File: config.mk
export PLATFORM = sky130hd
export DESIGN_NAME = matrix_ram
export DESIGN_NICKNAME = d
export VERILOG_FILES = /design/src/hdl/accel_pkg.sv /design/src/hdl/matrix_ram.sv
export SDC_FILE = /design/constraint.sdc
export NUM_CORES = 1
export LEC_CHECK = 0
export ABC_CLOCK_PERIOD_IN_PS = 3650
export BUFFER_PORTS_ARGS = -buffer_cell sky130_fd_sc_hd__buf_2
export CAP_MARGIN = 20
export CORE_AREA = 5 5 122 124
export CTS_BUF_LIST = sky130_fd_sc_hd__clkbuf_8 sky130_fd_sc_hd__clkbuf_16
export DETAILED_ROUTE_END_ITERATION = 6
export DIE_AREA = 0 0 127 129
export PLACE_DENSITY_LB_ADDON = 0.05
export SETUP_SLACK_MARGIN = 0.5
export SLEW_MARGIN = 20
export SYNTH_ARGS = -nofsm -noshare
export SYNTH_HDL_FRONTEND = slang
export SYNTH_SLANG_ARGS = --single-unit
File: constraint.sdc
create_clock -name clk -period 3.65 [get_ports clk]
set_input_delay 0.5475 -clock clk [delete_from_list [all_inputs] [get_ports clk]]
set_output_delay 0.5475 -clock clk [all_outputs]
set_load 0.005 [all_outputs]
File: src/hdl/accel_pkg.sv
package accel_pkg;

  // ==========================================================================
  // sizes
  // ==========================================================================
  localparam int dim       = 4;   // matrix edge and lane count.
  localparam int elem_w    = 8;   // signed int8 operands.
  localparam int acc_w     = 18;  // four int8 products fit without overflow.
  localparam int res_w     = 16;  // one activated result element.
  localparam int ram_depth = 4;   // words per memory.

  // clamp limits for the int8 output range.
  localparam int clamp_max = 127;
  localparam int clamp_min = -128;

  // ==========================================================================
  // types
  // ==========================================================================
  typedef logic [1:0] idx_t;                       // row or column number.

  // element k in bits 8k+7 down to 8k.
  typedef logic [dim*elem_w-1:0] row_t;

  typedef logic signed [acc_w-1:0] acc_t;          // lane dot product.

  typedef logic [res_w-1:0] res_t;

  // element j in bits 16j+15 down to 16j.
  typedef logic [dim*res_w-1:0] out_word_t;

  typedef enum logic [1:0] {
    act_none  = 2'd0,  // low 16 bits of the sum.
    act_relu  = 2'd1,  // negative sums go to zero.
    act_clamp = 2'd2   // saturate to int8.
  } act_mode_t;

endpackage
File: src/hdl/matrix_ram.sv
// simple dual-port memory with a registered read port.
// same block holds operand rows and packed result rows.
module matrix_ram #(
  parameter type word_t = accel_pkg::row_t
) (
  input  logic            clk,
  input  logic            wr_en,
  input  accel_pkg::idx_t wr_addr,
  input  word_t           wr_data,
  input  accel_pkg::idx_t rd_addr,
  output word_t           rd_data
);

  word_t mem [accel_pkg::ram_depth];

  // write port.
  always_ff @(posedge clk) begin
    if (wr_en) begin
      mem[wr_addr] <= wr_data;
    end
  end

  // read port, one cycle latency.
  always_ff @(posedge clk) begin
    rd_data <= mem[rd_addr];  // old data on a same-address write.
  end

endmodule

Word-level counts from Yosys, hierarchy flattened
Memories as Yosys holds them, arrays and structs flattened. A register that Yosys moved wholly into a read port is not among the register bits.
Index checks and enable logic that the tools add are counted.
{ "totals": {"reg_bits": 0, "ramBits": 128, "output_inout_bits": 32, "wordCells": 3, "mem_count": 1} }
{ "classes": {"mux": 2} }
{ "memory_table": {"columns": ["memory", "words", "word_bits", "rd", "rd_ports_with_merged_regs", "write_ports", "line", "source"], "rows": [
  ["mem", 4, 32, 1, 1, 1, "matrix_ram.sv:14", "word_t mem [accel_pkg::ram_depth];"]
]} }
{ "ops": {"columns": ["operator", "n"], "rows": [
  ["two-way mux 1 bit", 2]
]} }

Depth between registers and ports, before layout
{ "logic_depth": {"word_depth": 2, "ltp_mapped": 3, "mapped_depth_nobuf": 1} }

Worst setup path after synthesis
OpenSTA, ideal clock, no wires.
{ "synth_path": {"path_type": "input-to-reg", "start": "in wr_addr[1]", "end": "mem mem[0][0] (netlist name) (enable)", "setup_time_ps": 468, "arrival_ps": 2951, "t_required_ps": 3182, "setup_slack_ps": 231, "stages": 1, "path_cell_list": "nor3b_1"} }
{ "synth_lines": {"columns": ["element", "line", "source"], "rows": [
  ["start, declared", "matrix_ram.sv:8", "input accel_pkg::idx_t wr_addr,"],
  ["end, declared", "matrix_ram.sv:14", null]
]} }
Straight into the memory's write port.

Worst setup path in the final report
{ "layout_path": {"start": "in rd_addr[0]", "end": "reg rd_data[0] (netlist name), read port of mem"} }
{ "layout_lines": {"columns": ["element", "line", "source"], "rows": [
  ["start, declared", "matrix_ram.sv:10", "input accel_pkg::idx_t rd_addr,"],
  ["end, declared", "matrix_ram.sv:11", "output word_t rd_data"]
]} }
No word-level cell between the ends.

==> impl_metrics.yaml <==
placed_design:
  dp_hpwl_um: 4974
  port_buffers: 69
  gp_congestion: 0.6561
  postPlaceCellArea_um2: 5852
final_layout:
  nNetsFinal: 325
  antenna_cells: 0
  finalInstanceArea_um2: 6400
  area_growth_pct: 20.07
  final_common_cell: "edfxtp_1"
  final_cell_mix: "128 x edfxtp_1, 69 x buf_2, 32 x dfxtp_1"
  drive_above_1_share_pct: 44.67
clocking:
  cts_tree: "built"
  hold_buffers: 0
  path_clk_slew_ns: 0.06
  cts_setup_buffers: 0
  clk_latency_ns: 0.41
  cts_inserted_buffers: 17
  cts_root_buffer: "clkbuf_16"
  cts_buffer_depth: 2
  cts_sinks: 160
  cts-htree-levels: 4
  cts.repair.resized: 0
timing:
  hold_viol: 0
  slew_headroom_pct: 39.78
  fin_tns_setup_ns: 0
  setup_viol_count_final: 0
  finClkSkew_ns: 0.004089
  slew_violations: 0
  period_share_pct: 42.35
  rsz0062_at_grt: "no"
  worstMarginPinSlew_ns: 0.9033
  min_period_ns: 1.546
  max_freq_mhz: 646.9
setup_path:
  worstPathMaxFanout: 12
  slowest_stage: "mux4_1"
  critical_path_class: "input port to flip-flop"
  start_kind: "input port"
  end_kind: "flip-flop"
  critPathMaxStageDelay_ns: 0.57
  arrival_ns: 1.82
  cp.required_ns: 3.93
  cp_cell_sequence: "buf_2 > buf_4 > mux4_1"
power_and_ir_drop:
  seq_power_share_pct: 54.2
  power_frac_comb_pct: 4.7
  p_int_uw: 3136
  cellPowerDensity_nw_per_um2: 607.4
  vdd_drop_max_uv: 284.7
  p_clk_share_pct: 41.1
  p_sw_uw: 751.1
  p_leak_uw: 0.002254
  swShare_pct: 19.32
global_route:
  grt_pass1_vias: 2428
  antenna_found_initial: 0
  grt-ovfl-total: 0
  grt_max_degree: 33
  grt_pass1_wl_um: 13980
  track_usage_pct: 11.86
synth:
  yosysSeqAreaShare_pct: 84.13
  synth_area_leaders: "edfxtp_1 72%, mux4_2 13%, dfxtp_1 12%"
  synthesis.area_um2: 5330
  synth_seq_cells: 160
  synth_top_cell_by_area: "edfxtp_1"
  syn_area_per_cell_um2: 26.26
  ys_warn_count: 0
  synth_cells: 203
  netlist.area_leader.share_pct: 72.11
  syn-num-nets: 241
  yosys.cell_types.count: 10
routing:
  ant_nets: 0
  route.detailed.drc: 0
  drt_first_pass_iters: 4
  drt_iter0_markers: 181
  vias: 2234
  vias_per_cell: 4.654
  wl_per_cell_um: 18.62
  drt-total-wl_um: 8938
floorplanning:
  core.rowCount: 43
  design.core.area_um2: 13670
  ioPinCount: 70
  die_y_um: 129
  fp.dieW_um: 127
  start_util_pct: 39.00
  design.die.area_um2: 16380
hold_path:
  hold_class: "input port to flip-flop"
run_status:
  status: "complete, no violations"
flow_run:
  maxCapViolations: 0
==> metrics by stage <==
stage          hold slack, ns  setup WS [ns]  std cells  total power (uW)  utilization (%)
4_1_cts                0.3335          2.050        480              3943            46.83
6_report               0.3579          2.104        480              3887            46.83
2_1_floorplan          0.5157          1.374        203              2237                -
5_1_grt                0.3332          2.013        480              4052            46.83
3_5_place_dp           0.5268          1.610        448              2335            42.82
3_3_place_gp           0.5234          1.626        448              2333            42.82
==> routing by layer <==
layer / vias up / global-route usage, % / share of wire (%)
met5: - / 0 / 0
met4: 0 / 5.678 / 2.1
met3: 14 / 3.944 / 4.5
met2: 51 / 17.68 / 48
met1: 1150 / 15.81 / 46
li1: 1019 / - / -
==> area by class of cell <==
cell class                 count  area (um2)
clock inverter                 9       40.04
clock buffer                  23       508.0
timing repair buffer          72       367.9
sequential                   160        4484
multi-input combinational     36       774.5
fill                        1180        7266
tap                          180       225.2
==> final timing paths <==
check | start | to | slack, ns | cells after the start
worst max-delay path | rd_addr[0] | rd_data[0] | 2.10 | 3
worst min-delay path | wr_data[20] | mem[3][20] | 0.36 | 1
worst max register to register | mem[3][28] | rd_data[28] | 2.67 | 1
worst min register to register | mem[0][31] | rd_data[31] | 0.54 | 1
==> kinds of logic (layout without fill, tap and decap cells) <==
family,Yosys count,in the layout,share of synthesized area (%)
simple gates,4,4,0.5870
buf+inv,7,104,1.620
flops,160,160,84.13
mux,32,32,13.66
==> critical path, delay by kind of cell <==
| family | cells | cell delay, ns |
|---|---|---|
| buf+inv | 2 | 0.69 |
| mux | 1 | 0.57 |
==> synth_stat cells <==
| cell | instances |
|---|---|
| buf_2 | 3 |
| and3b_1 | 2 |
| edfxtp_1 | 128 |
| mux4_1 | 2 |
| dfxtp_1 | 32 |
| buf_12 | 3 |
| mux4_2 | 30 |
| nor3b_1 | 1 |
| and3_1 | 1 |
| buf_6 | 1 |
==> power groups by stage <==
stage	clock network, uW	registers (uW)	logic, uW
floorplan	0	2140	94.0
global placement	0	2150	187
detailed placement	0	2150	189
CTS	1650	2110	189
global route	1740	2120	200
finish	1600	2110	181
==> registers in the layout (all words and copies together), names as in the netlist <==
signal / flops
mem: 128
rd_data: 32
No activity file was read; power rests on OpenSTA's default activity.
