File: config.mk
export PLATFORM = sky130hd
export DESIGN_NAME = result_writer
export DESIGN_NICKNAME = d
export VERILOG_FILES = /design/src/hdl/accel_pkg.sv /design/src/hdl/result_writer.sv
export SDC_FILE = /design/constraint.sdc
export NUM_CORES = 1
export LEC_CHECK = 0
export ABC_AREA = 1
export BUFFER_PORTS_ARGS = -buffer_cell sky130_fd_sc_hd__buf_2
export CORE_MARGIN = 1.5
export CORE_UTILIZATION = 45
export DETAILED_ROUTE_END_ITERATION = 10
export PLACE_DENSITY = 0.77
export SLEW_MARGIN = 20
export SYNTH_ARGS = -nofsm -noshare
export SYNTH_HDL_FRONTEND = slang
export SYNTH_SLANG_ARGS = --single-unit
File: constraint.sdc
create_clock -name clk -period 1.01 [get_ports clk]
set_clock_uncertainty 0.1 [all_clocks]
set_input_delay 0.101 -clock clk [delete_from_list [all_inputs] [get_ports clk]]
set_output_delay 0.101 -clock clk [all_outputs]
set_load 0.01 [all_outputs]
File: src/hdl/accel_pkg.sv
package accel_pkg;

  // ==========================================================================
  // sizes
  // ==========================================================================
  localparam int dim       = 4;   // matrix edge and lane count.
  localparam int elem_w    = 8;   // signed int8 operands.
  localparam int acc_w     = 18;  // four int8 products fit without overflow.
  localparam int res_w     = 16;  // one activated result element.
  localparam int ram_depth = 4;   // words per memory.

  // clamp limits for the int8 output range.
  localparam int clamp_max = 127;
  localparam int clamp_min = -128;

  // ==========================================================================
  // types
  // ==========================================================================
  typedef logic [1:0] idx_t;                       // row or column number.

  // element k in bits 8k+7 down to 8k.
  typedef logic [dim*elem_w-1:0] row_t;

  typedef logic signed [acc_w-1:0] acc_t;          // lane dot product.

  typedef logic [res_w-1:0] res_t;

  // element j in bits 16j+15 down to 16j.
  typedef logic [dim*res_w-1:0] out_word_t;

  typedef enum logic [1:0] {
    act_none  = 2'd0,  // low 16 bits of the sum.
    act_relu  = 2'd1,  // negative sums go to zero.
    act_clamp = 2'd2   // saturate to int8.
  } act_mode_t;

endpackage
File: src/hdl/result_writer.sv
module result_writer (
  input  logic                 clk,
  input  logic                 rst_n,
  input  accel_pkg::act_mode_t mode,
  input  logic                 res_valid [accel_pkg::dim],
  input  accel_pkg::idx_t      res_row   [accel_pkg::dim],
  input  accel_pkg::acc_t      res_sum   [accel_pkg::dim],
  output logic                 c_wr_en,
  output accel_pkg::idx_t      c_wr_addr,
  output accel_pkg::out_word_t c_wr_data,
  output logic                 frame_done
);

  localparam int rw = accel_pkg::res_w;

  logic                 all_valid;
  accel_pkg::out_word_t row_word;
  accel_pkg::idx_t      wr_cnt;  // rows written this frame.

  // ==========================================================================
  // activation
  // ==========================================================================
  function automatic accel_pkg::res_t activate(
    input accel_pkg::act_mode_t m,
    input accel_pkg::acc_t      s
  );
    accel_pkg::res_t r;
    case (m)
      accel_pkg::act_relu: begin
        r = (s < 0) ? '0 : s[rw-1:0];
      end
      accel_pkg::act_clamp: begin
        if (s > accel_pkg::clamp_max) begin
          r = accel_pkg::res_t'(accel_pkg::clamp_max);
        end else if (s < accel_pkg::clamp_min) begin
          r = accel_pkg::res_t'(accel_pkg::clamp_min);  // sign-extended.
        end else begin
          r = s[rw-1:0];
        end
      end
      default: begin
        r = s[rw-1:0];  // plain wrap to 16 bits.
      end
    endcase
    return r;
  endfunction

  // lanes run in lockstep, so all four land together.
  always_comb begin
    all_valid = 1'b1;
    row_word  = '0;
    for (int j = 0; j < accel_pkg::dim; j++) begin
      all_valid = all_valid & res_valid[j];
      row_word[j*rw +: rw] = activate(mode, res_sum[j]);
    end
  end

  // ==========================================================================
  // write-back and frame count
  // ==========================================================================
  always_ff @(posedge clk or negedge rst_n) begin
    if (!rst_n) begin
      c_wr_en    <= 1'b0;
      frame_done <= 1'b0;
      wr_cnt     <= '0;
    end else begin
      c_wr_en    <= all_valid;
      frame_done <= 1'b0;
      if (c_wr_en) begin
        wr_cnt <= wr_cnt + 1'b1;
        if (wr_cnt == accel_pkg::idx_t'(accel_pkg::dim - 1)) begin
          frame_done <= 1'b1;  // last row just written.
          wr_cnt     <= '0;
        end
      end
    end
  end

  always_ff @(posedge clk) begin
    if (all_valid) begin
      c_wr_addr <= res_row[0];
      c_wr_data <= row_word;
    end
  end

endmodule

# --- Yosys cells after proc, flatten, opt, wreduce, memory -nomap -nowiden ---
# Cells that the tools add are included.
word_totals:
  regBits: 70
op_classes:
  n_addsub: 1
  n_lt_le_gt_ge: 12
  eq_ne: 3
  mux: 19
  bitwise: 3
ops:
  columns: ["operator", "n"]
  rows:
  - ["16-bit 2-to-1 mux", 12]
  - ["16-bit case mux with 2 select lines", 4]
  - ["18-bit by 8-bit > comparator with 1-bit output (second input constant)", 4]
  - ["18-bit by 1-bit < comparator with 1-bit output (second input constant)", 4]
  - ["18-bit by 8-bit < comparator with 1-bit output (second input constant)", 4]
  - ["2-bit equality test (second input constant)", 2]
  - ["1-bit bitwise AND", 3]
  - ["2-bit by 1-bit adder with 2-bit output (second input constant)", 1]
  - ["2-bit by 1-bit equality test with 1-bit output (second input constant)", 1]
  - ["1-bit 2-to-1 mux", 2]
  - ["2-bit 2-to-1 mux", 1]

# --- Logic depth before layout (Yosys ltp) ---
logic_depth:
  depth_word: 4
  mapped_depth: 10
  depth_no_buf: 8

# --- Worst setup path after synthesis ---
# Ideal clock, no wire load.
synth_timing:
  path_kind: "input-to-reg"
  from: "in res_valid[0] in the netlist's numbering"
  to: "reg c_wr_addr[0], enable pin"
  setup_time_ps: 493
  arrival_time_ps: 2958
  required_ps: 417
  slack_ps: -2542
  cell_stages: 2
  path_buffers: 0
  path_cell_list: "nand2_1 > nor2_1"
synth_via:
  elab_chain_cells: 1
synth_rtl:
  columns: ["element", "line_no", "rtl"]
  rows:
  - ["start, declared", "result_writer.sv:5", "input logic res_valid [accel_pkg::dim],"]
  - ["1-bit bitwise AND", "result_writer.sv:53", "all_valid = all_valid & res_valid[j];"]
  - ["net all_valid", "result_writer.sv:16", "logic all_valid;"]
  - ["end signal, assigned", "result_writer.sv:81", "c_wr_addr <= res_row[0];"]
  - ["end, declared", "result_writer.sv:9", "output accel_pkg::idx_t c_wr_addr,"]
# The timed path passes the listed nets, and every way through them passes these cells.
# A chain may end at the register's enable or synchronous reset.

# --- Worst setup path in the final report ---
layout_timing:
  from: "reg wr_cnt[0]"
  to: "reg wr_cnt[1]"
layout_via:
  elab_chain_cells: 2
layout_rtl:
  columns: ["element", "line_no", "rtl"]
  rows:
  - ["start, declared", "result_writer.sv:18", "accel_pkg::idx_t wr_cnt;"]
  - ["start signal, assigned", "result_writer.sv:70", "wr_cnt <= wr_cnt + 1'b1;"]
  - ["2-bit by 1-bit adder with 2-bit output / 2-bit equality test (equally long branches)", "result_writer.sv:70, result_writer.sv:71", null]
  - ["2-bit 2-to-1 mux (*)", "result_writer.sv:71", "if (wr_cnt == accel_pkg::idx_t'(accel_pkg::dim - 1)) begin"]
# Every way passes the cells marked *; elsewhere a longest branch is shown, timed or not.

==> results_dict.tcl <==
set metrics [dict create \
    hold_path.class "input pin to register" \
    ys_ff_latch 70 \
    power.density_nw_per_um2 1300 \
    synthArstFlopShare 0.0571 \
    fin_tns_setup_ns -5.02 \
    relSlewSlack 0.787 \
    ys_warn_count 0 \
    hold_viol 0 \
    drive_above_1_share 0.407 \
    endpoint_kind "register" \
    nets 843 \
    place.gp.congestion 0.795 \
    die_w_um 98.2 \
    finalMaxSlewViolations 0 \
    r2r_cells 2 \
    first_pass_iters 5 \
    cts_tree "done" \
    setup.worst_path.end "wr_cnt[1]" \
    dp_cells 825 \
    clock.fmax_ghz 0.897 \
    wl_per_cell_um 13.6 \
    synth-seq-area-share 0.510 \
    fin_cells 865 \
    startpoint "wr_cnt[0]" \
    synth-edff-count 66 \
    via_count 4170 \
    synth_top_flop_cell "edfxtp_1" \
    cts_max_level 3 \
    cts_buffer_depth 2 \
    pin_count 156 \
    cp.arrival_ns 1.25 \
    setup_viol 120 \
    n_fill_cell 635 \
    clkSlewWorstSetupHoldPaths_ns 0.08 \
    grt_util_all_layers 0.222 \
    reg2reg_from "wr_cnt[0]" \
    drt_iter0_drc 160 \
    avgSynthCellArea_sq_um 7.61 \
    synthTopCellsByArea "edfxtp_1, nand2_1, inv_1" \
    numPortBuffers 149 \
    area_growth_pct 54.2 \
    synth_cell_types 22 \
    regToRegEndpoint "wr_cnt[1]" \
    rsz0062_at_grt "true" \
    critPathRequiredTime_ns 1.15 \
    rows 34 \
    clk_latency_ns 0.35 \
    worstPathMaxFanout 2 \
    grt_max_degree 29 \
    antenna_found_initial 0 \
    timing.final.ws_setup_ns -0.105 \
    grt_pass1_vias 3888 \
    root_buffer "clkbuf_8" \
    dpl.hpwl_mm 7.84 \
    yosysTopAreaCell "edfxtp_1" \
    power.leakage_uw 0.00325 \
    syn_inst 536 \
    viasPerCell 4.82 \
    globalRouteOverflowTotal 0 \
    wirelength_mm 11.7 \
    cts_buffers 9 \
    failed_checks "setup timing" \
    min_period_ns 1.12 \
    antenna_left 0 \
    synth_common_cells "nand2_1, inv_1, o21ai_0" \
    peakVddDrop_uv 774 \
    cts_sinks 70 \
    critPathLaunchType "register" \
    grt_first_pass_wirelength_mm 17.2 \
    final_area_sq_um 6290 \
    whs_ns 0.0133 \
    yosysMostFrequentCell "nand2_1" \
    finalCritPeriodShare 1.10 \
    synth_area_sq_um 4080 \
    synth_top_area_frac 0.486 \
    dp_slack_ns -0.430 \
    cap_violations 0 \
    post_dp_cell_area_sq_um 5440 \
    die_h_um 98.2 \
    status "finished, violations left" \
    start_util 0.466 \
    worstSetupPathType "register to register" \
    syn_nets 627 \
    insertedDiodeCount 0 \
    drc 0 \
    r2r_slack_ns -0.11 \
    worstMarginPinSlew_ns 0.319 \
    core_area_sq_um 8760 \
    die_area_sq_um 9650 \
]
## power by group
group | switching [uW] | total [uW] | internal (uW)
Combinational | 1100 | 2180 | 1080
Clock | 1150 | 2550 | 1400
Sequential | 67.7 | 3430 | 3370
## cell families (layout without fill, tap and decap cells)
kind of cell,count (synthesis),after routing,synth area share
AOI/OAI and AO/OA,101,101,0.127
adders and majority gates,3,3,0.00920
buffers and inverters,148,369,0.145
DFF,70,70,0.510
muxes,1,1,0.00276
and+or+nand+nor,213,213,0.206
## worst min-delay path by stage
stage,start,end,slack (ns),cells past startpoint
global placement,rst_n,frame_done,-0.19,1
floorplan,rst_n,c_wr_en,-0.29,0
finish,res_sum[64],c_wr_data[10],0.01,3
detailed placement,rst_n,frame_done,-0.19,1
CTS,res_sum[36],c_wr_data[16],0.002,5
global route,res_sum[2],c_wr_data[50],0.01,5
## layer usage
metal,vias up,GRT usage,wire (um)
met2,166,0.412,6230
met1,1896,0.258,4590
li1,2090,-,-
met5,-,0,0
met4,0,0.0661,165
met3,18,0.0444,761
## flip-flops by register name, indices dropped and copies added (netlist names)
register	count
c_wr_en	1
wr_cnt	2
frame_done	1
c_wr_addr	2
c_wr_data	64
## metrics by stage
stage               power [uW]  utilization
floorplan                 4460            -
global placement          5000        0.621
detailed placement        5100        0.621
CTS                       7750        0.664
global route              8530        0.718
finish                    8170        0.718
## worst max-delay path, cell delays in order (launching register included)
cell and delay (ns):
dfrtp_1 0.42, ha_4 0.24, mux2_4 0.25
## layout make-up
class	count	area (sq um)	area share
Clock buffer	9	124	0.0197
Clock inverter	7	97.6	0.0155
Inverter	132	515	0.0819
Multi-Input combinational cell	318	1710	0.272
Sequential cell	70	2080	0.331
Tap cell	108	135	0.0215
Timing Repair Buffer	220	1620	0.257
Timing Repair inverter	1	8.76	0.00139
## repair_timing
| action | 4_1_cts | 5_1_grt |
|---|---|---|
| endpoints found under the setup margin | 125 | 113 |
| setup buffers | 1 | 4 |
| pin swaps | 3 | 19 |
| hold buffers | 8 | 0 |
| cloned | 2 | 9 |
| resized for setup | 7 | 83 |
| endpoints found under the hold margin | 10 | 0 |
## layout by cell type, fill, tap and decap left out, types with 5 or more instances in the layout
master,instances
o21ai_0,12
buf_2,147
o21ai_2,14
nand2_1,123
nand2_2,41
dlygate4sd3_1,8
clkbuf_16,7
inv_1,127
buf_6,10
buf_4,37
clkbuf_8,9
o21ai_1,72
edfxtp_1,66
buf_12,9
nand2_4,9
nor2_1,25
nand3_1,5
No activity file was read; power rests on OpenSTA's default activity.
