==> src/hdl/accel_pkg.sv <==
package accel_pkg;

  // ==========================================================================
  // sizes
  // ==========================================================================
  localparam int dim       = 4;   // matrix edge and lane count.
  localparam int elem_w    = 8;   // signed int8 operands.
  localparam int acc_w     = 18;  // four int8 products fit without overflow.
  localparam int res_w     = 16;  // one activated result element.
  localparam int ram_depth = 4;   // words per memory.

  // clamp limits for the int8 output range.
  localparam int clamp_max = 127;
  localparam int clamp_min = -128;

  // ==========================================================================
  // types
  // ==========================================================================
  typedef logic [1:0] idx_t;                       // row or column number.

  // element k in bits 8k+7 down to 8k.
  typedef logic [dim*elem_w-1:0] row_t;

  typedef logic signed [acc_w-1:0] acc_t;          // lane dot product.

  typedef logic [res_w-1:0] res_t;

  // element j in bits 16j+15 down to 16j.
  typedef logic [dim*res_w-1:0] out_word_t;

  typedef enum logic [1:0] {
    act_none  = 2'd0,  // low 16 bits of the sum.
    act_relu  = 2'd1,  // negative sums go to zero.
    act_clamp = 2'd2   // saturate to int8.
  } act_mode_t;

endpackage
==> src/hdl/op_if.sv <==
// operand broadcast from the feeder to the dot-product lanes.
// one beat per cycle, never stalled.
interface op_if;

  logic            op_valid;     // beat present this cycle.
  logic            op_load_col;  // b column beat, else a row beat.
  accel_pkg::idx_t op_index;     // column or row number.
  accel_pkg::row_t op_data;      // four packed int8 elements.

  modport src (
    output op_valid,
    output op_load_col,
    output op_index,
    output op_data
  );

  modport dst (
    input op_valid,
    input op_load_col,
    input op_index,
    input op_data
  );

endinterface

==> src/hdl/dot_lane.sv <==
module dot_lane #(
  parameter int lane_id = 0
) (
  input  logic            clk,
  input  logic            rst_n,
  op_if.dst               op,
  output logic            res_valid,
  output accel_pkg::idx_t res_row,
  output accel_pkg::acc_t res_sum
);

  localparam int ew = accel_pkg::elem_w;

  accel_pkg::row_t col_q;   // this lane's b column.
  accel_pkg::acc_t dot;
  logic            col_hit;
  logic            row_beat;

  assign col_hit  = op.op_valid && op.op_load_col &&
                    (op.op_index == accel_pkg::idx_t'(lane_id));
  assign row_beat = op.op_valid && !op.op_load_col;

  always_ff @(posedge clk) begin
    if (col_hit) begin
      col_q <= op.op_data;
    end
  end

  // four signed products summed at full width.
  always_comb begin
    dot = '0;
    for (int k = 0; k < accel_pkg::dim; k++) begin
      dot = dot + $signed(op.op_data[k*ew +: ew]) * $signed(col_q[k*ew +: ew]);
    end
  end

  always_ff @(posedge clk or negedge rst_n) begin
    if (!rst_n) begin
      res_valid <= 1'b0;
    end else begin
      res_valid <= row_beat;  // one result per row beat.
    end
  end

  always_ff @(posedge clk) begin
    if (row_beat) begin
      res_sum <= dot;
      res_row <= op.op_index;
    end
  end

endmodule

==> src/flat_wrapper.sv <==
// flat-port wrapper written by rule: the top's interface ports become plain ports
module dot_lane_flat 
#(
  parameter int lane_id = 0
)
  (clk, rst_n, res_valid, res_row, res_sum, op_op_valid, op_op_load_col, op_op_index, op_op_data);
  op_if op_i ();
  input  logic clk;
  input  logic rst_n;
  output logic res_valid;
  output accel_pkg::idx_t res_row;
  output accel_pkg::acc_t res_sum;
  input wire logic [$bits(op_i.op_valid)-1:0] op_op_valid;
  input wire logic [$bits(op_i.op_load_col)-1:0] op_op_load_col;
  input wire logic [$bits(op_i.op_index)-1:0] op_op_index;
  input wire logic [$bits(op_i.op_data)-1:0] op_op_data;
  assign op_i.op_valid = op_op_valid;
  assign op_i.op_load_col = op_op_load_col;
  assign op_i.op_index = op_op_index;
  assign op_i.op_data = op_op_data;
  dot_lane #(.lane_id(lane_id)) u_core (.clk(clk), .rst_n(rst_n), .op(op_i), .res_valid(res_valid), .res_row(res_row), .res_sum(res_sum));
endmodule
==> config.mk <==
export PLATFORM = sky130hd
export DESIGN_NAME = dot_lane_flat
export DESIGN_NICKNAME = d
export VERILOG_FILES = /design/src/hdl/accel_pkg.sv /design/src/hdl/op_if.sv /design/src/hdl/dot_lane.sv /design/src/flat_wrapper.sv
export SDC_FILE = /design/constraint.sdc
export NUM_CORES = 1
export LEC_CHECK = 0
export ABC_AREA = 1
export BUFFER_PORTS_ARGS = -buffer_cell sky130_fd_sc_hd__buf_2
export CAP_MARGIN = 15
export CORE_ASPECT_RATIO = 1.75
export CORE_MARGIN = 4
export CORE_UTILIZATION = 66
export CTS_BUF_LIST = sky130_fd_sc_hd__clkbuf_4
export CTS_CLUSTER_SIZE = 28
export DETAILED_ROUTE_END_ITERATION = 10
export PLACE_DENSITY = 0.89
export SETUP_SLACK_MARGIN = 0.15
export SYNTH_ARGS = -nofsm -noshare
export SYNTH_HDL_FRONTEND = slang
export SYNTH_SLANG_ARGS = --single-unit
==> constraint.sdc <==
create_clock -name clk -period 6.7 [get_ports clk]
set_input_delay 1.005 -clock clk [delete_from_list [all_inputs] [get_ports clk]]
set_output_delay 1.005 -clock clk [all_outputs]
set_load 0.01 [all_outputs]
=== Word level (Yosys, flattened, before mapping) ===
Index checks and enable logic that the tools add are counted.

* Output and inout port bits: 21
* Bits in latches: 0
* Flip-flop bits (word level): 53
* Memories: 0
* ROM bits: 0
* Bits in writable memories: 0

* Reductions and logical operators: 5
* Muxes and demuxes: 0
* Equality and inequality tests: 0
* Bitwise gates (word level): 0
* $add $sub $neg: 3
* Magnitude comparators: 0
* Shifts and indexed selects: 0
* Multiply operators: 4
* Div/mod/pow operators: 0

{| class="wikitable"
|+ Operators by type and width
! kind !! count
|-
| 8-bit by 8-bit multiplier with 16-bit output || 4
|-
| 18-bit adder || 3
|-
| 1-bit logical AND || 3
|-
| 2-bit logical NOT || 1
|-
| 1-bit logical NOT || 1
|}

=== Longest topological paths before layout ===
Gate-level depths: netlist of the first run.

* Word-level depth: 4
* Gate-level depth with buffers: 34
* Gate-level depth less buffers: 33

=== Worst setup path after synthesis of the first run ===
Ideal clock, no wire load.

* Path type: input to register
* From: input port op_op_data[15]
* To: register u_core.res_sum[17] (data pin)
* Setup time: 0.252 ns
* Setup slack: 0.027 ns
* Path buffers: 1
* Arrival time: 6.421 ns
* Stages on the path: 27
* Cells stage by stage: clkbuf_1 nand2_1 fa_1 inv_1 fa_1 inv_1 fa_1 inv_1 fa_1 ha_1 nand2_1 nor2_1 nand2_1 nor2_1 nor2_1 nand3_1 nand2_1 fa_1 inv_1 fa_1 ha_1 a21oi_1 o21ai_0 a21oi_1 nand2_1 nand2_1 nand2_1

* Cells in the longest elaborated chain, start to end: 4

{| class="wikitable"
|+ Ends and longest elaborated chain
! item !! RTL line !! RTL
|-
| from (decl) || flat_wrapper.sv:16 || <nowiki>input wire logic [$bits(op_i.op_data)-1:0] op_op_data;</nowiki>
|-
| 8-bit by 8-bit multiplier with 16-bit output || dot_lane.sv:33 || <nowiki>dot = dot + $signed(op.op_data[k*ew +: ew]) * $signed(col_q[k*ew +: ew]);</nowiki>
|-
| 18-bit adder (3 in series) || dot_lane.sv:33 ||
|-
| named net u_core.dot[17] || dot_lane.sv:15 || <nowiki>accel_pkg::acc_t dot;</nowiki>
|-
| to (signal assigned) || dot_lane.sv:47 || <nowiki>res_sum <= dot;</nowiki>
|-
| to (decl) || dot_lane.sv:9 || <nowiki>output accel_pkg::acc_t res_sum</nowiki>
|}

The timed path passes the listed nets, and every way through them passes these cells.
A chain may end at the register's enable or synchronous reset.

=== Final worst setup path of the first run ===
* From: input port op_op_data[21]
* To: register u_core.res_sum[15] (data pin)

* Cells in the longest elaborated chain, start to end: 3

{| class="wikitable"
|+ Ends and longest elaborated chain
! item !! RTL line
|-
| 8-bit by 8-bit multiplier with 16-bit output || dot_lane.sv:33
|-
| 18-bit adder (2 in series) || dot_lane.sv:33
|-
| named net u_core.dot[15] || dot_lane.sv:15
|}

The timed path passes the listed nets, and every way through them passes these cells.

==> metrics, run 1 <==
die height 200 um; Worst-Margin Slew 1.13 ns; Core Area 20,800 sq um; CTS Hold Bufs 0; vias per cell approximately 5.6; routability cong. 0.977; Area Growth Syn to Fin 10.0%; die width 118 um; placed cell area 14,800 sq um; Post-Syn Area 14,000 sq um; Startpoint Class input port; DRT Pass-1 Iters 9; H-tree levels 2; synth top area cells fa_1 36%, inv_1 15%, ha_1 12%, nand2_1 12%, edfxtp_1 11%; synth cell count leaders 563 x inv_1, 442 x nand2_1, 253 x fa_1, 133 x ha_1, 60 x clkbuf_1; final WL 35.7 mm; post-route ant nets 0; Synth async-reset ratio under 10%; Ys Warns 0; post-layout minimum cycle time around 6.6 ns; HP Class in -> async; leading cell type by number of instances after synthesis inv_1; post-route cell area 15,400 sq um; IO Pins 59; cts bufs inserted 5; DRC Markers 0; Clock Skew 0.0263 ns; M3 GR Usage 2.97%; Routed WL per cell 16.9 um; Reg clk slew, reported paths ~0.19 ns; CTS sink count 53; Critical Path AT a little under 7 ns; largest net degree at the start of global routing 33; fin nets approximately 2,300; Synth area leader fa_1; antenna violations before repair 1; status finished, final reports clean; via count 11,700; number of global-route vias before repair roughly 12,000; setup violators final 0; GR Util All Layers 28.3%; Max Clk Rate around 150 MHz; Synth Net Count ~2,200; syn avg cell area between 7 and 8 sq um; post-synth top area share between 30 and 40%; worst path required time roughly 6.9 ns; Skew-Pair Late Insertion Delay 0.46 ns; CTS tree built; synth unique cells 32; busiest grt layer met2; ys flop type edfxtp_1; Die Area 23,600 sq um; met2 Use GR 55.8%; Iter 0 DRT Violations between 800 and 900; Slew Limit Headroom 24.8%; Initial Utilization between 60 and 70%; IO Port Bufs 58; first-pass GRT wire length 54.4 mm; total of max-cap violations 0; register area share after synthesis a little under an eighth; Detail Placement HPWL 27.8 mm; FP Rows 70; clk buf depth 2; gr ovfl total 0; CP Max Fanout 5; #FFs+latches synth 53; final hold violations 0; Clock Root Buffer clkbuf_4; Worst Setup End Kind flip-flop; RSZ-0062 raised after global routing true; met1 GRT Util between 20% and 30%; number of synthesized flops with an enable pin 52; Slew Viols, Final 0; Tcrit/Tclk final 97.8%; Cells after Synth around 1,800; CP Class in -> reg; share of cells above drive strength 1 13.2%
==> state kept, by name, summed over array words and instances (netlist names) <==
name,cells
u_core.res_valid,1
u_core.col_q,32
u_core.res_row,2
u_core.res_sum,18
==> layer usage <==
metal / routed length, um / vias up / part of all wire (%)
met3: 1920 / 236 / 5.4
li1: - / 5241 / -
met4: 2890 / 0 / 8.1
met5: 0 / - / 0
met2: 19700 / 584 / 55
met1: 11200 / 5670 / 31
==> area by class of cell <==
type | count | area, sq um
Antenna cell | 1 | 2.50
Clock buffer | 6 | 45.0
Clock inverter | 2 | 33.8
Fill cell | 1404 | 5490
Inverter | 564 | 2120
Multi-Input combinational cell | 1108 | 10400
Sequential cell | 53 | 1590
Tap cell | 252 | 315
Timing Repair Buffer | 124 | 807
==> worst paths after layout <==
| kind | from | endpoint | slack, ns | cells after the start |
|---|---|---|---|---|
| worst max-delay path | op_op_data[21] | u_core.res_sum[15]$_DFFE_PP_ | 0.15 | 26 |
| min in group clk | op_op_index[1] | u_core.res_row[1]$_DFFE_PP_ | 0.73 | 1 |
| worst min register to register | u_core.col_q[0]$_DFFE_PP_ | u_core.res_sum[0]$_DFFE_PP_ | 0.94 | 3 |
| worst max register to register | u_core.col_q[23]$_DFFE_PP_ | u_core.res_sum[15]$_DFFE_PP_ | 0.25 | 25 |
| max in group asynchronous | rst_n | u_core.res_valid$_DFF_PN0_ | 6.35 | 1 |
| worst min-delay path | rst_n | u_core.res_valid$_DFF_PN0_ | 0.27 | 1 |
==> layout by cell type (no fill, tap or decap), types with 2 or more instances in the layout <==
cell,instances
or2_4,3
nand3_2,2
buf_2,54
ha_4,16
clkbuf_4,8
nand2_1,427
a21oi_1,30
or2_2,14
nand4_1,6
inv_1,556
o21bai_1,5
nand3b_1,5
buf_4,65
a21o_1,6
edfxtp_1,52
nand2_2,16
nand2_4,4
ha_2,4
ha_1,113
o21a_1,3
o21ai_2,7
xor2_1,21
inv_2,7
nor2_1,46
xnor2_1,23
nand3_1,50
fa_2,6
o21ai_0,11
nor2_2,8
buf_6,3
nor2_4,4
fa_1,247
o21ai_1,6
a21oi_2,15
==> worst max-delay path, stage by stage <==
cell and delay, ns:
buf_2 0.13, buf_6 0.12, nand2_1 0.07, inv_2 0.05, fa_1 0.51, fa_1 0.54
fa_1 0.61, inv_2 0.07, fa_1 0.54, inv_2 0.06, ha_4 0.30, nand2_1 0.10
nor2_1 0.20, nand3_1 0.13, nand4_1 0.12, nand2_1 0.11, fa_1 0.52, fa_1 0.54
inv_1 0.06, ha_2 0.39, nand2_4 0.10, nor2_4 0.11, nor3b_2 0.17, nand2_1 0.08
nand3_1 0.09, nand2_1 0.05
==> kinds of logic (layout without fill, tap and decap cells) <==
family / count (synthesis) / count (layout) / synth area share, %
buffers and inverters: 624 / 696 / 16.8
AND/OR/NAND/NOR: 591 / 591 / 17.2
adder cells (fa/ha/maj): 386 / 386 / 48.2
AO/OA/AOI/OAI: 86 / 86 / 3.59
flip-flops: 53 / 53 / 11.4
XOR/XNOR: 45 / 45 / 2.82
other: 0 / 1 / 0
==> through the flow <==
step | instances | hold slack [ns] | setup TNS (ns) | worst slack [ns] | util [%]
global placement | 2099 | 0.779 | -0.256 | -0.0707 | 71.2
global route | 2110 | 0.268 | -0.187 | -0.0541 | 73.7
detailed placement | 2099 | 0.780 | -1.32 | -0.241 | 71.2
floorplan | 1785 | 0.709 | 0 | 0.160 | -
finish | 2110 | 0.271 | 0 | 0.149 | 73.7
CTS | 2107 | 0.283 | 0 | 0.182 | 71.6
==> what timing repair did <==
item | in CTS | in global routing
endpoints found under the hold margin | 0 | 0
gates resized for setup | 0 | 102
setup buffers | 0 | 2
endpoints found under the setup margin | 0 | 7
Power of run 1 is not shown: default switching activity piles up to over one toggle a cycle in this logic, so the estimate is an artifact.
==> run 2, diff against run 1 <==
CORE_UTILIZATION = 60   (was 66)
PLACE_DENSITY = 0.85   (was 0.89)
clock period = 5.5 ns   (was 6.7 ns; I/O delays follow)
==> run 2 against run 1 <==
Effect of this change: the flow now finishes with violations (setup timing); highest routed layer is now met5; critical endpoint is now u_core.res_sum[16]$_DFFE_PP_; die area up 9.5%; largest cell class unchanged; final cell count grew 10%; routed wire length is 30% higher.
==> metrics, run 2 (synthesized netlist as in run 1, its figures left out) <==
status finished with violations; failing checks setup timing; setup violators final 12; largest net degree at the start of global routing 33; Slew Viols, Final 0; Core Util, Final 77.1%; final hold violations 0; biggest regs u_core.col_q (32), u_core.res_sum (18), u_core.res_row (2); die width 123 um; Max Clk Rate 150 MHz; Routed WL per cell about 20 um; CTS tree built; most used cell, CP fa_1; cts bufs inserted 5; CTS sink count 53; Skew-Pair Late Insertion Delay 0.50 ns; Post-Place Worst Slack -1.28 ns; Finished Layout Cells 2,327; Startpoint Class flip-flop; total of max-cap violations 0; Area Growth Syn to Fin 26.2%; HP Class in -> async; Clock Skew 0.0415 ns; number of global-route vias before repair between 10,000 and 15,000; Critical Path AT 6.98 ns; fin nets 2,448; via count 13,200; CTS Hold Bufs 0; Die Area 25,900 sq um; die height 210 um; max FFs per register 32; post-layout minimum cycle time 6.69 ns; H-tree levels 2; final WL approximately 46 mm; Clock Root Buffer clkbuf_4; Reg clk slew, reported paths 0.23 ns; Detail Placement HPWL 30.9 mm; clk buf depth 2; Top reg by flops u_core.col_q; routability cong. ~0.97; most frequent cells in the layout 526 x inv_1, 375 x nand2_1, 241 x fa_1, 217 x buf_4, 92 x ha_1; slack of the critical path -1.19 ns; Inst Count DP 2,285; most common cell after layout, fill and taps aside inv_1; DRT Pass-1 Iters 10; first-pass GRT wire length about 60 mm; gr ovfl total 0; share of cells above drive strength 1 roughly 28%; Tcrit/Tclk final 122%; IO Pins 59; Worst Setup End Kind flip-flop; CP Max Fanout 5; FP Rows 73; Slew Limit Headroom approximately three fifths; fillers 1,369; Core Area 22,800 sq um; CP max stage delay 0.58 ns; CP Class reg -> reg; Worst-Margin Slew 0.588 ns; Initial Utilization between 60% and 70%; vias per cell 5.68; DRC Markers 0; RSZ-0062 raised after global routing true; IO Port Bufs between 50 and 60; GR Util All Layers 29.4%; post-route ant nets 0; worst path required time 5.79 ns; antenna violations before repair 3; Iter 0 DRT Violations 1,136; smallest hold slack 0.0367 ns; Slowest-stage cell, CP edfxtp_1
-- run 2: changes by cell type in the layout (fill, tap and decap cells not counted), sizes merged --
cell and change:
inv +3, clkbuf -1, diode +1, bufinv -1, clkinvlp -1, buf +168
-- run 2: critical path, delay by kind of cell, from the launching register on --
kind,cells,cell delay (ns)
and+or+nand+nor,7,0.74
DFF,1,0.58
AOI/OAI and AO/OA,5,1.06
buffers and inverters,5,0.50
adders and majority gates,8,3.58
-- run 2: cell type report --
| type | instances | area (sq um) | share of cell area [%] |
|---|---|---|---|
| timing repair buffer | 292 | 2130 | 12.1 |
| clock buffer | 5 | 37.5 | 0.213 |
| multi-input combinational | 1108 | 11300 | 64.3 |
| sequential | 53 | 1590 | 9.01 |
| clock inverter | 3 | 28.8 | 0.163 |
| inverter | 564 | 2120 | 12.0 |
| tap | 300 | 375 | 2.13 |
| antenna | 2 | 5.00 | 0.0284 |
-- run 2: path summary, 6_finish.rpt --
kind / start / end / slack (ns) / depth (start not counted)
worst max-delay path: u_core.col_q[20]$_DFFE_PP_ / u_core.res_sum[16]$_DFFE_PP_ / -1.19 / 25
worst min-delay path: rst_n / u_core.res_valid$_DFF_PN0_ / 0.04 / 1
worst max register to register: u_core.col_q[20]$_DFFE_PP_ / u_core.res_sum[16]$_DFFE_PP_ / -1.19 / 25
worst min register to register: u_core.col_q[8]$_DFFE_PP_ / u_core.res_sum[0]$_DFFE_PP_ / 1.16 / 5
max in group asynchronous: rst_n / u_core.res_valid$_DFF_PN0_ / 5.38 / 1
min in group clk: op_op_index[0] / u_core.res_row[0]$_DFFE_PP_ / 0.50 / 1
-- run 2: what timing repair did --
action	CTS	global route
pin swaps	24	90
setup buffers	11	21
endpoints found under the hold margin	0	0
resized for setup	51	175
setup endpoints to repair	12	12
-- run 2: per-layer routing --
layer	global-route usage (%)	up-vias	part of all wire (%)
li1	-	5576	-
met1	26.8	6264	29
met2	56.4	904	51
met3	3.05	464	7.6
met4	23.1	2	13
met5	0	-	0.028
-- run 2: metrics by stage --
stage / cell area [sq um] / setup TNS, ns
2_1_floorplan: 14600 / -4.61
3_3_place_gp: 16400 / -10.75
3_5_place_dp: 16400 / -12.01
4_1_cts: 16800 / -5.69
5_1_grt: 17600 / -10.94
6_report: 17600 / -9.60
Power of run 2 is left out for the same reason.
